<file path="config.mk">
export PLATFORM = sky130hd
export DESIGN_NAME = branch_frontend
export DESIGN_NICKNAME = d
export VERILOG_FILES = /design/src/verilog/bp_pkg.sv /design/src/verilog/branch_frontend.sv /design/src/verilog/branch_history_table.sv /design/src/verilog/branch_resolver.sv /design/src/verilog/pc_select.sv /design/src/verilog/stage_pipe.sv
export SDC_FILE = /design/constraint.sdc
export NUM_CORES = 2
export LEC_CHECK = 0
export BUFFER_PORTS_ARGS = -buffer_cell sky130_fd_sc_hd__buf_2
export CAP_MARGIN = 20
export CORE_UTILIZATION = 64
export DETAILED_ROUTE_END_ITERATION = 8
export PLACE_DENSITY = 0.8
export SYNTH_ARGS = -nofsm -noshare
export SYNTH_HDL_FRONTEND = slang
export SYNTH_SLANG_ARGS = --single-unit
</file>
<file path="constraint.sdc">
create_clock -name CLK -period 7.4 [get_ports CLK]
set_input_delay 0 -clock CLK [delete_from_list [all_inputs] [get_ports CLK]]
set_output_delay 0 -clock CLK [all_outputs]
set_load 0.01 [all_outputs]
</file>
<file path="src/verilog/bp_pkg.sv">
package bp_pkg;

	// address split is {tag, set}
	localparam int PC_W    = 10;
	localparam int TAG_W   = 6;
	localparam int SET_W   = 4;
	localparam int CTR_W   = 2;
	localparam int BTYPE_W = 6;

	typedef logic [PC_W-1:0]    pc_t;
	typedef logic [TAG_W-1:0]   tag_t;
	typedef logic [SET_W-1:0]   set_t;
	typedef logic [CTR_W-1:0]   ctr_t;
	typedef logic [BTYPE_W-1:0] btype_t;

	// one-hot branch kind bit positions
	localparam int BT_BEQ  = 5;
	localparam int BT_BNE  = 4;
	localparam int BT_BLT  = 3;
	localparam int BT_BGE  = 2;
	localparam int BT_BLTU = 1;
	localparam int BT_BGEU = 0;

	// weakly not taken for branches, strongly taken for jumps
	localparam ctr_t CTR_BRANCH_INIT = 2'b01;
	localparam ctr_t CTR_JUMP_INIT   = 2'b11;

	////////////////////////////////////////////////
	// stage payloads
	////////////////////////////////////////////////

	typedef struct packed {
		logic is_jump;
		logic is_btype;
		pc_t  target;
	} decode_info_t;

	typedef struct packed {
		logic   z;
		logic   less;
		btype_t btype;
	} exe_flags_t;

	typedef struct packed {
		logic valid;
		pc_t  pc;
		logic pred_taken;
		pc_t  target;
	} stage_t;

	typedef struct packed {
		logic valid;
		pc_t  pc;
	} redirect_t;

	// resolved outcome sent back to the table
	typedef struct packed {
		logic valid;
		logic taken;
	} update_t;

endpackage

</file>
<file path="src/verilog/branch_frontend.sv">
`timescale 1ns/1ps

module branch_frontend #(
	parameter int WAYS = 4,
	parameter int SETS = 16
) (
	input  logic                 CLK,
	input  logic                 nrst,
	input  bp_pkg::decode_info_t id_info,
	input  bp_pkg::exe_flags_t   exe_flags,
	output bp_pkg::pc_t          fetch_pc,
	output logic                 fetch_taken,
	output bp_pkg::redirect_t    redirect
);

	bp_pkg::pc_t     fetch_target;
	bp_pkg::stage_t  id_stage;
	bp_pkg::stage_t  exe_stage;
	bp_pkg::update_t exe_update;

	// fetch address generation
	pc_select u_pc_select (
		.CLK         (CLK),
		.nrst        (nrst),
		.redirect    (redirect),
		.pred_taken  (fetch_taken),
		.pred_target (fetch_target),
		.fetch_pc    (fetch_pc)
	);

	// prediction table, searched at fetch, decode and execute
	branch_history_table #(
		.WAYS (WAYS),
		.SETS (SETS)
	) u_bht (
		.CLK          (CLK),
		.nrst         (nrst),
		.fetch_pc     (fetch_pc),
		.fetch_taken  (fetch_taken),
		.fetch_target (fetch_target),
		.id_pc        (id_stage.pc),
		.id_valid     (id_stage.valid),
		.id_info      (id_info),
		.exe_pc       (exe_stage.pc),
		.exe_update   (exe_update)
	);

	// redirect flushes both younger slots
	stage_pipe u_stage_pipe (
		.CLK          (CLK),
		.nrst         (nrst),
		.fetch_pc     (fetch_pc),
		.fetch_taken  (fetch_taken),
		.fetch_target (fetch_target),
		.flush        (redirect.valid),
		.id_target    (id_info.target),
		.id_stage     (id_stage),
		.exe_stage    (exe_stage)
	);

	branch_resolver u_resolver (
		.exe_stage  (exe_stage),
		.exe_flags  (exe_flags),
		.redirect   (redirect),
		.exe_update (exe_update)
	);

endmodule

</file>
<file path="src/verilog/branch_history_table.sv">
`timescale 1ns/1ps

module branch_history_table #(
	parameter int WAYS = 4,
	parameter int SETS = 16
) (
	input  logic                 CLK,
	input  logic                 nrst,
	input  bp_pkg::pc_t          fetch_pc,
	output logic                 fetch_taken,
	output bp_pkg::pc_t          fetch_target,
	input  bp_pkg::pc_t          id_pc,
	input  logic                 id_valid,
	input  bp_pkg::decode_info_t id_info,
	input  bp_pkg::pc_t          exe_pc,
	input  bp_pkg::update_t      exe_update
);

	localparam int SET_BITS = $clog2(SETS);
	localparam int TAG_BITS = bp_pkg::PC_W - SET_BITS;
	localparam int WAY_BITS = $clog2(WAYS);

	// table storage, indexed [set][way]
	logic                valid_q [SETS][WAYS];
	logic [TAG_BITS-1:0] tag_q   [SETS][WAYS];
	bp_pkg::pc_t         tgt_q   [SETS][WAYS];
	bp_pkg::ctr_t        ctr_q   [SETS][WAYS];
	// per set fifo replacement pointer
	logic [WAY_BITS-1:0] fifo_q  [SETS];

	// tag compare across all ways of one set
	function automatic logic [WAYS-1:0] match_ways(
		input logic [SET_BITS-1:0] s,
		input logic [TAG_BITS-1:0] t
	);
		logic [WAYS-1:0] m;
		for (int w = 0; w < WAYS; w++) begin
			m[w] = valid_q[s][w] && (tag_q[s][w] == t);
		end
		return m;
	endfunction

	// encode the hit vector, zero when nothing hits
	function automatic logic [WAY_BITS-1:0] way_index(input logic [WAYS-1:0] hit);
		logic [WAY_BITS-1:0] idx;
		idx = '0;
		for (int w = 0; w < WAYS; w++) begin
			if (hit[w]) begin
				idx = WAY_BITS'(w);
			end
		end
		return idx;
	endfunction

	function automatic logic single_hit(input logic [WAYS-1:0] hit);
		return (hit != '0) && ((hit & (hit - 1'b1)) == '0);
	endfunction

	////////////////////////////////////////////////
	// fetch lookup
	////////////////////////////////////////////////

	logic [SET_BITS-1:0] f_set;
	logic [TAG_BITS-1:0] f_tag;
	logic [WAYS-1:0]     f_hit;
	logic [WAY_BITS-1:0] f_way;

	assign f_set = fetch_pc[SET_BITS-1:0];
	assign f_tag = fetch_pc[bp_pkg::PC_W-1:SET_BITS];
	assign f_hit = match_ways(f_set, f_tag);
	assign f_way = way_index(f_hit);

	// counter msb is the direction
	assign fetch_taken  = single_hit(f_hit) && ctr_q[f_set][f_way][1];
	assign fetch_target = tgt_q[f_set][f_way];

	////////////////////////////////////////////////
	// decode allocation
	////////////////////////////////////////////////

	logic [SET_BITS-1:0] d_set;
	logic [TAG_BITS-1:0] d_tag;
	logic [WAYS-1:0]     d_hit;
	logic [WAY_BITS-1:0] d_way;
	logic                alloc;
	bp_pkg::ctr_t        alloc_ctr;

	assign d_set = id_pc[SET_BITS-1:0];
	assign d_tag = id_pc[bp_pkg::PC_W-1:SET_BITS];
	assign d_hit = match_ways(d_set, d_tag);
	// victim is whatever the fifo pointer names
	assign d_way = fifo_q[d_set];

	// only branches and jumps not yet in the table
	assign alloc     = id_valid && (id_info.is_jump || id_info.is_btype) && (d_hit == '0);
	assign alloc_ctr = id_info.is_jump ? bp_pkg::CTR_JUMP_INIT : bp_pkg::CTR_BRANCH_INIT;

	////////////////////////////////////////////////
	// execute counter update
	////////////////////////////////////////////////

	logic [SET_BITS-1:0] e_set;
	logic [TAG_BITS-1:0] e_tag;
	logic [WAYS-1:0]     e_hit;
	logic [WAY_BITS-1:0] e_way;
	logic                upd;
	bp_pkg::ctr_t        e_ctr;
	bp_pkg::ctr_t        e_next;

	assign e_set = exe_pc[SET_BITS-1:0];
	assign e_tag = exe_pc[bp_pkg::PC_W-1:SET_BITS];
	assign e_hit = match_ways(e_set, e_tag);
	assign e_way = way_index(e_hit);
	assign e_ctr = ctr_q[e_set][e_way];
	assign upd   = exe_update.valid && single_hit(e_hit);

	// saturating step toward the outcome
	always_comb begin
		if (exe_update.taken) begin
			e_next = (e_ctr == 2'b11) ? e_ctr : e_ctr + 2'd1;
		end else begin
			e_next = (e_ctr == 2'b00) ? e_ctr : e_ctr - 2'd1;
		end
	end

	////////////////////////////////////////////////
	// table write
	////////////////////////////////////////////////

	always_ff @(posedge CLK) begin
		if (!nrst) begin
			for (int s = 0; s < SETS; s++) begin
				fifo_q[s] <= '0;
				for (int w = 0; w < WAYS; w++) begin
					valid_q[s][w] <= 1'b0;
				end
			end
		end else if (alloc) begin
			valid_q[d_set][d_way] <= 1'b1;
			fifo_q[d_set]         <= d_way + WAY_BITS'(1);
		end
	end

	// allocation has priority, a same-cycle update is dropped
	always_ff @(posedge CLK) begin
		if (alloc) begin
			tag_q[d_set][d_way] <= d_tag;
			tgt_q[d_set][d_way] <= id_info.target;
			ctr_q[d_set][d_way] <= alloc_ctr;
		end else if (upd) begin
			ctr_q[e_set][e_way] <= e_next;
		end
	end

	// a tag lives in at most one way of its set
	a_no_multi_hit: assert property (
		@(posedge CLK) disable iff (!nrst)
		$onehot0(f_hit) && $onehot0(d_hit) && $onehot0(e_hit)
	) else $error("tag found in more than one way");

	// a fresh allocation leaves exactly one copy of the tag behind
	a_alloc_unique: assert property (
		@(posedge CLK) disable iff (!nrst)
		alloc |=> $onehot(match_ways($past(d_set), $past(d_tag)))
	) else $error("allocation duplicated or lost a tag");

endmodule

</file>
<file path="src/verilog/branch_resolver.sv">
`timescale 1ns/1ps

module branch_resolver (
	input  bp_pkg::stage_t     exe_stage,
	input  bp_pkg::exe_flags_t exe_flags,
	output bp_pkg::redirect_t  redirect,
	output bp_pkg::update_t    exe_update
);

	logic         is_branch;
	logic         taken;
	bp_pkg::btype_t bt;

	assign bt = exe_flags.btype;

	// jumps come with btype zero and skip resolution
	// so a predicted-taken jump is never corrected
	assign is_branch = exe_stage.valid && (bt != '0);

	////////////////////////////////////////////////
	// branch condition
	////////////////////////////////////////////////

	// z from the compare, less is signed or unsigned per kind
	always_comb begin
		taken = 1'b0;
		if (bt[bp_pkg::BT_BEQ] && exe_flags.z) begin
			taken = 1'b1;
		end
		if (bt[bp_pkg::BT_BNE] && !exe_flags.z) begin
			taken = 1'b1;
		end
		if (bt[bp_pkg::BT_BLT] && exe_flags.less) begin
			taken = 1'b1;
		end
		if (bt[bp_pkg::BT_BGE] && !exe_flags.less) begin
			taken = 1'b1;
		end
		if (bt[bp_pkg::BT_BLTU] && exe_flags.less) begin
			taken = 1'b1;
		end
		if (bt[bp_pkg::BT_BGEU] && !exe_flags.less) begin
			taken = 1'b1;
		end
	end

	////////////////////////////////////////////////
	// mispredict and redirect
	////////////////////////////////////////////////

	assign redirect.valid = is_branch && (taken != exe_stage.pred_taken);
	// taken goes to the carried target, not taken falls through
	assign redirect.pc    = taken ? exe_stage.target : exe_stage.pc + bp_pkg::pc_t'(1);

	// counter training for every resolved branch
	assign exe_update.valid = is_branch;
	assign exe_update.taken = taken;

endmodule

</file>
<file path="src/verilog/pc_select.sv">
`timescale 1ns/1ps

module pc_select (
	input  logic              CLK,
	input  logic              nrst,
	input  bp_pkg::redirect_t redirect,
	input  logic              pred_taken,
	input  bp_pkg::pc_t       pred_target,
	output bp_pkg::pc_t       fetch_pc
);

	// program counter and its next value
	bp_pkg::pc_t pc_q;
	bp_pkg::pc_t pc_next;

	////////////////////////////////////////////////
	// next fetch address
	////////////////////////////////////////////////

	// execute correction beats the fetch prediction
	always_comb begin
		if (redirect.valid) begin
			pc_next = redirect.pc;
		end else if (pred_taken) begin
			// predicted taken, follow the stored target
			pc_next = pred_target;
		end else begin
			// sequential word
			pc_next = pc_q + bp_pkg::pc_t'(1);
		end
	end

	////////////////////////////////////////////////
	// pc register
	////////////////////////////////////////////////

	always_ff @(posedge CLK) begin
		if (!nrst) begin
			pc_q <= '0;
		end else begin
			pc_q <= pc_next;
		end
	end

	assign fetch_pc = pc_q;

	// fetch restarts at word 0 for as long as reset is held
	a_pc_reset: assert property (
		@(posedge CLK) !nrst |=> (fetch_pc == '0)
	) else $error("fetch_pc not zero after reset edge");

endmodule

</file>
<file path="src/verilog/stage_pipe.sv">
`timescale 1ns/1ps

module stage_pipe (
	input  logic           CLK,
	input  logic           nrst,
	input  bp_pkg::pc_t    fetch_pc,
	input  logic           fetch_taken,
	input  bp_pkg::pc_t    fetch_target,
	input  logic           flush,
	input  bp_pkg::pc_t    id_target,
	output bp_pkg::stage_t id_stage,
	output bp_pkg::stage_t exe_stage
);

	bp_pkg::stage_t id_q;
	bp_pkg::stage_t exe_q;

	////////////////////////////////////////////////
	// fetch to decode
	////////////////////////////////////////////////

	always_ff @(posedge CLK) begin
		id_q.pc         <= fetch_pc;
		id_q.pred_taken <= fetch_taken;
		id_q.target     <= fetch_target;
		// fetch issues every cycle, only reset or flush empties the slot
		if (!nrst || flush) begin
			id_q.valid <= 1'b0;
		end else begin
			id_q.valid <= 1'b1;
		end
	end

	////////////////////////////////////////////////
	// decode to execute
	////////////////////////////////////////////////

	always_ff @(posedge CLK) begin
		exe_q.pc         <= id_q.pc;
		exe_q.pred_taken <= id_q.pred_taken;
		// table target only known good on a predicted-taken hit
		// otherwise take the decoded target
		exe_q.target     <= id_q.pred_taken ? id_q.target : id_target;
		if (!nrst || flush) begin
			exe_q.valid <= 1'b0;
		end else begin
			exe_q.valid <= id_q.valid;
		end
	end

	assign id_stage  = id_q;
	assign exe_stage = exe_q;

	// wrong-path work never reaches execute
	a_flush_kills: assert property (
		@(posedge CLK) disable iff (!nrst) flush |=> !exe_stage.valid
	) else $error("execute slot valid after flush");

endmodule
</file>
### Word-level counts from Yosys, hierarchy flattened

Memory sizes are Yosys's and may differ from the RTL's. A register that Yosys moved wholly into a read port is not among the register bits.
Cells that the tools add are included.

* register bits after elaboration: 54
* bits in latches: 0
* RAM bits: 1248
* memory bits (read-only): 0
* input bits: 22
* output and inout bits: 22
* logic and storage cells: 152
* memories: 5

Memories
* u_bht.tgt_q: depth 16, width 40, read ports 1, clocked after Yosys merged registers in 1, write ports 1, line branch_history_table.sv:26 `bp_pkg::pc_t tgt_q [SETS][WAYS];`
* u_bht.tag_q: depth 16, width 24, read ports 3, clocked after Yosys merged registers in 3, write ports 1, line branch_history_table.sv:25 `logic [TAG_BITS-1:0] tag_q [SETS][WAYS];`
* u_bht.ctr_q: depth 16, width 8, read ports 2, clocked after Yosys merged registers in 2, write ports 1, line branch_history_table.sv:27 `bp_pkg::ctr_t ctr_q [SETS][WAYS];`
* u_bht.valid_q: depth 16, width 4, read ports 3, clocked after Yosys merged registers in 3, write ports 16, line branch_history_table.sv:24 `logic valid_q [SETS][WAYS];`
* u_bht.fifo_q: depth 16, width 2, read ports 1, clocked after Yosys merged registers in 1, write ports 16, line branch_history_table.sv:29 `logic [WAY_BITS-1:0] fifo_q [SETS];`

* add/subtract/negate cells: 7
* multipliers: 0
* div/mod/pow operators: 0
* magnitude comparators: 5
* equal/unequal tests: 14
* shift operators: 0
* multiplexer cells: 64
* bitwise gates (word level): 5
* reductions and logical operators: 43

Operator list (number)
* $eq A6 B6 Y1: 12
* $mux W10: 7
* $mux W4: 10
* $mux W40: 1
* $mux W8: 4
* $mux W2: 15
* $logic_and A1 B1 Y1: 28
* $mux W24: 1
* $add A10 B1 Y10 const B: 2
* $bmux W10 S2: 1
* $demux W10 S2: 1
* $mux W1: 17
* $demux W6 S2: 1
* $logic_not A4 Y1: 3
* $ge A3 B3 Y1 const B: 3
* $not A2 Y3: 3
* $and A4 B4 Y4: 2
* $bmux W2 S2: 2
* $demux W2 S2: 2
* $reduce_bool A4 Y1: 2
* $reduce_or A8 Y1: 1
* $sub A4 B1 Y4 const B: 2
* $lt A3 B1 Y1 const B: 2
* $mux W6: 1
* other kinds (11): 15

### Longest topological paths before layout

* depth in word-level cells: 13
* gate-level depth with buffers: 18
* depth with buffers taken out: 11

### Cells and area by module

A second synthesis with hierarchy kept.

* cells, all modules: 3063
* area, all modules: 59293.1 µm²

By module, submodules not included
* branch_history_table: instances 1, cells each 2886, area each 57288.7 µm², sequential area each 36835.3 µm²
* stage_pipe: instances 1, cells each 57, area each 1057.3 µm², sequential area each 880.8 µm²
* pc_select: instances 1, cells each 68, area each 559.3 µm², sequential area each 200.2 µm²
* branch_resolver: instances 1, cells each 52, area each 387.9 µm², sequential area each 0.0 µm²

### Worst setup path before layout

No wires, ideal clock.

* path kind: register to register
* start point: reg u_stage_pipe.exe_stage[11] (netlist name)
* end point: mem u_bht.ctr_q[0][0] in the netlist's numbering, data pin
* setup time: 701 ps
* arrival: 5797 ps
* data required time: 6699 ps
* slack: 902 ps
* stages on the path, launching flop included: 14
* buffers on the path: 6
* period minus slack after synthesis: 6498 ps
* path through: dfxtp_1 > buf_6 > buf_4 > buf_4 > buf_4 > buf_2 > buf_2 > mux4_2 > mux4_2 > mux2i_1 > o21ai_0 > o21ai_0 > a21oi_1 > o21ai_0

RTL lines (line)
* to (decl): branch_history_table.sv:27

### Worst setup path in the final report

* start point: reg u_stage_pipe.id_q (netlist bit u_stage_pipe.id_stage[11])
* end point: mem u_bht.tag_q[15][6] in the netlist's numbering (enable)

RTL lines
* from (decl): line stage_pipe.sv:15 `bp_pkg::stage_t id_q;`
* to (decl): line branch_history_table.sv:25

Straight into the memory's write port.

==> summary.md <==
| Metric | Value |
|---|---|
| Crit end category | register |
| Final min period | ~6 ns |
| GRT Total Usage | a little under two fifths |
| Max-slew headroom | between 10 and 15% |
| Port buffer count | 43 |
| Clock share of power | 37.4% |
| CTS sink count | 1302 |
| Min-delay worst type | primary input to register |
| Ys flop type | edfxtp_1 |
| Switching pwr | 4.48 mW |
| Core box area | a little over 90000 um^2 |
| Status | completed |
| Pint | ~13 mW |
| Cells after Synth | around 3300 |
| Maximum clock frequency | around 170 MHz |
| Setup Buffers After CTS | 0 |
| Post-DP HPWL | approximately 110 mm |
| First-pass DRT Iterations | 9 |
| DRC Markers | 0 |
| Share of synthesized registers carrying an async set or reset | 0% |
| Rows | between 100 and 150 |
| P&R area growth vs syn | 10.7% |
| Clk slew on worst S/H paths | about 0.06 ns |
| FF-to-FF setup slack | approximately 1.3 ns |
| Routed vias | approximately 36000 |
| Die H | between 300 and 400 um |
| Comb power frac | 14.7% |
| Commonest cells after routing, fill and taps aside | edfxtp_1 (1184), mux4_2 (572), nor2_1 (298) |
| # nets final | 3461 |
| Register area share after synthesis | between 60% and 70% |
| Seq cells post-synth | about 1300 |
| Die area | 94400 um^2 |
| Total gr overflow | 0 |
| CP max FO | 37 |
| Ys Warns | 0 |
| WL final | about 180 mm |
| Crit path required time | 7.76 ns |
| Placer congestion estimate | 0.989 |
| # setup viols final | 0 |
| Synthesized area | 59600 um^2 |
| RSZ-0062 raised after global routing | no |
| CTS tree | built |
| Post-synthesis net count | 3357 |
| Post-Layout Cell Count | roughly 4800 |
| Fin crit share | between 80 and 90% |
| Largest net degree at the start of global routing | 67 |
| DRT antenna net count | 0 |
| First-pass GRT wire length | around 250 mm |
| Setup TNS Final | 0 ns |
| Slew Limit Fails | 0 |
| Layout cells sized above 1 | between 30% and 40% |
| WL/cell | 36.6 um |
| Cell count after placement | 4527 |
| Vias in the first global route | approximately 36000 |
| Maxcap violations | 0 |
| Leakage | 21.0 nW |
| Post-cts resize count | 0 |
| Clock latency on the worst-skew pair | approximately 0.76 ns |
| CTS H-Tree Depth | 4 |
| PD cells | about 260 nW/um^2 |
| Worst setup path class | register to register |
| Worst VDD drop | between 200 and 300 uV |
| Initial antenna violation count | 9 |
| CTS max path bufs | 3 |
| Clock Skew | roughly 0.035 ns |
| Yosys cell types | 82 |
| Drt initial violations | roughly 6400 |
| Initial Util | 64.8% |
| DR vias/cell | around 7.6 |
| WP data arrival | 6.41 ns |
| Cts-stage hold buffer count | 11 |
| Syn Area/Cell | ~18 um^2 |
| Worst-Margin Slew | between 1 and 1.5 ns |
| Sw Share | 25.8% |
| Post-synth EDFFs | around 1200 |
| Sequential Power Share | 47.8% |
| Final Hold Slack | between 0.15 and 0.2 ns |
| Final-report hold violation count | 0 |
| IO Count | 44 |
| Commonest non-fill, non-tap cell in the layout | edfxtp_1 |
| Startpoint types | register |
| Root Buffer | clkbuf_16 |
| TritonCTS Buffers | between 100 and 150 |
| Die Wd | between 300 and 400 um |
synthesized netlist by cell type, drive strengths merged, types with 8 or more instances:
library cell / n / area [um^2]
and3: 11 / 68.8
a22oi: 21 / 158
nor3: 18 / 90.1
clkbuf: 94 / 353
dfxtp: 118 / 2360
o211ai: 9 / 67.6
nor2: 357 / 1350
mux4: 572 / 12900
nor4: 13 / 111
xor2: 30 / 263
nor2b: 16 / 100
a221oi: 22 / 193
nand3: 37 / 185
nor3b: 8 / 65.1
o21ai: 58 / 290
a21oi: 45 / 236
mux2i: 159 / 1590
inv: 22 / 82.6
nand4: 18 / 113
a31oi: 28 / 175
a22o: 15 / 131
buf: 140 / 827
mux2: 33 / 372
xnor2: 59 / 517
edfxtp: 1184 / 35600
nand2: 117 / 439
per-stage QoR:
stage	power, mW	cell area [um^2]	setup WS, ns	utilization (%)
2_1_floorplan	10.1	59600	0.902	-
3_3_place_gp	10.9	61600	1.49	67.0
3_5_place_dp	10.9	61700	1.38	67.1
4_1_cts	17.3	65900	1.33	71.7
5_1_grt	17.7	66000	0.974	71.8
6_report	17.4	66000	1.35	71.8
final timing paths:
kind	depth (start not counted)	from	end
max reg2reg	10	u_stage_pipe.id_stage[11]	u_bht.tag_q[15][6]
max	10	u_stage_pipe.id_stage[11]	u_bht.tag_q[15][6]
min	7	exe_flags[6]	u_pc_select.fetch_pc[5]
min reg2reg	1	u_stage_pipe.id_stage[4]	u_stage_pipe.exe_stage[4]
cell families after synthesis:
| family | count (synthesis) | synth area share, % |
|---|---|---|
| compound gates | 254 | 2.93 |
| xor+xnor | 89 | 1.31 |
| fa+ha+maj | 7 | 0.143 |
| buf+inv | 261 | 2.15 |
| flops | 1302 | 63.6 |
| mux | 764 | 24.9 |
| simple gates | 652 | 4.97 |
critical path: stages (launching register included):
cell and delay (ns):
dfxtp_4 0.87, buf_12 0.39, mux4_2 0.57, mux4_2 0.49, xnor2_1 0.15, a41oi_1 0.08
o211ai_1 0.32, o311a_1 0.31, nor3b_2 0.57, nand2_1 0.72, nor2_2 1.09
registers in the layout, summed over array words and instances (netlist names):
name / flops
u_bht.tgt_q: 640
u_bht.valid_q: 64
u_pc_select.fetch_pc: 10
u_stage_pipe.exe_stage: 22
u_bht.ctr_q: 128
u_bht.fifo_q: 32
u_stage_pipe.id_stage: 22
u_bht.tag_q: 384
final cells by class:
cell class	count	area, um^2
sequential	1302	38000
fill	5429	25900
multi-input combinational	1766	20600
clock buffer	164	3510
timing repair buffer	206	1640
tap	1243	1560
clock inverter	74	653
inverter	27	101
antenna	2	5.00
power by group through the flow:
| stage | Sequential [mW] | Combinational [mW] | Clock (mW) |
|---|---|---|---|
| floorplan | 8.31 | 1.76 | 0 |
| global placement | 8.44 | 2.42 | 0 |
| detailed placement | 8.45 | 2.45 | 0 |
| CTS | 8.30 | 2.49 | 6.52 |
| global route | 8.31 | 2.64 | 6.79 |
| finish | 8.30 | 2.56 | 6.50 |
metal layers:
metal / track usage [%] / wire length (um) / vias up
met5: 0 / 46 / -
li1: - / - / 13900
met1: 53.3 / 60800 / 18500
met4: 16.0 / 8430 / 6
met3: 12.6 / 27100 / 525
met2: 55.1 / 78800 / 3362
Power figures use the tool's default switching activity.
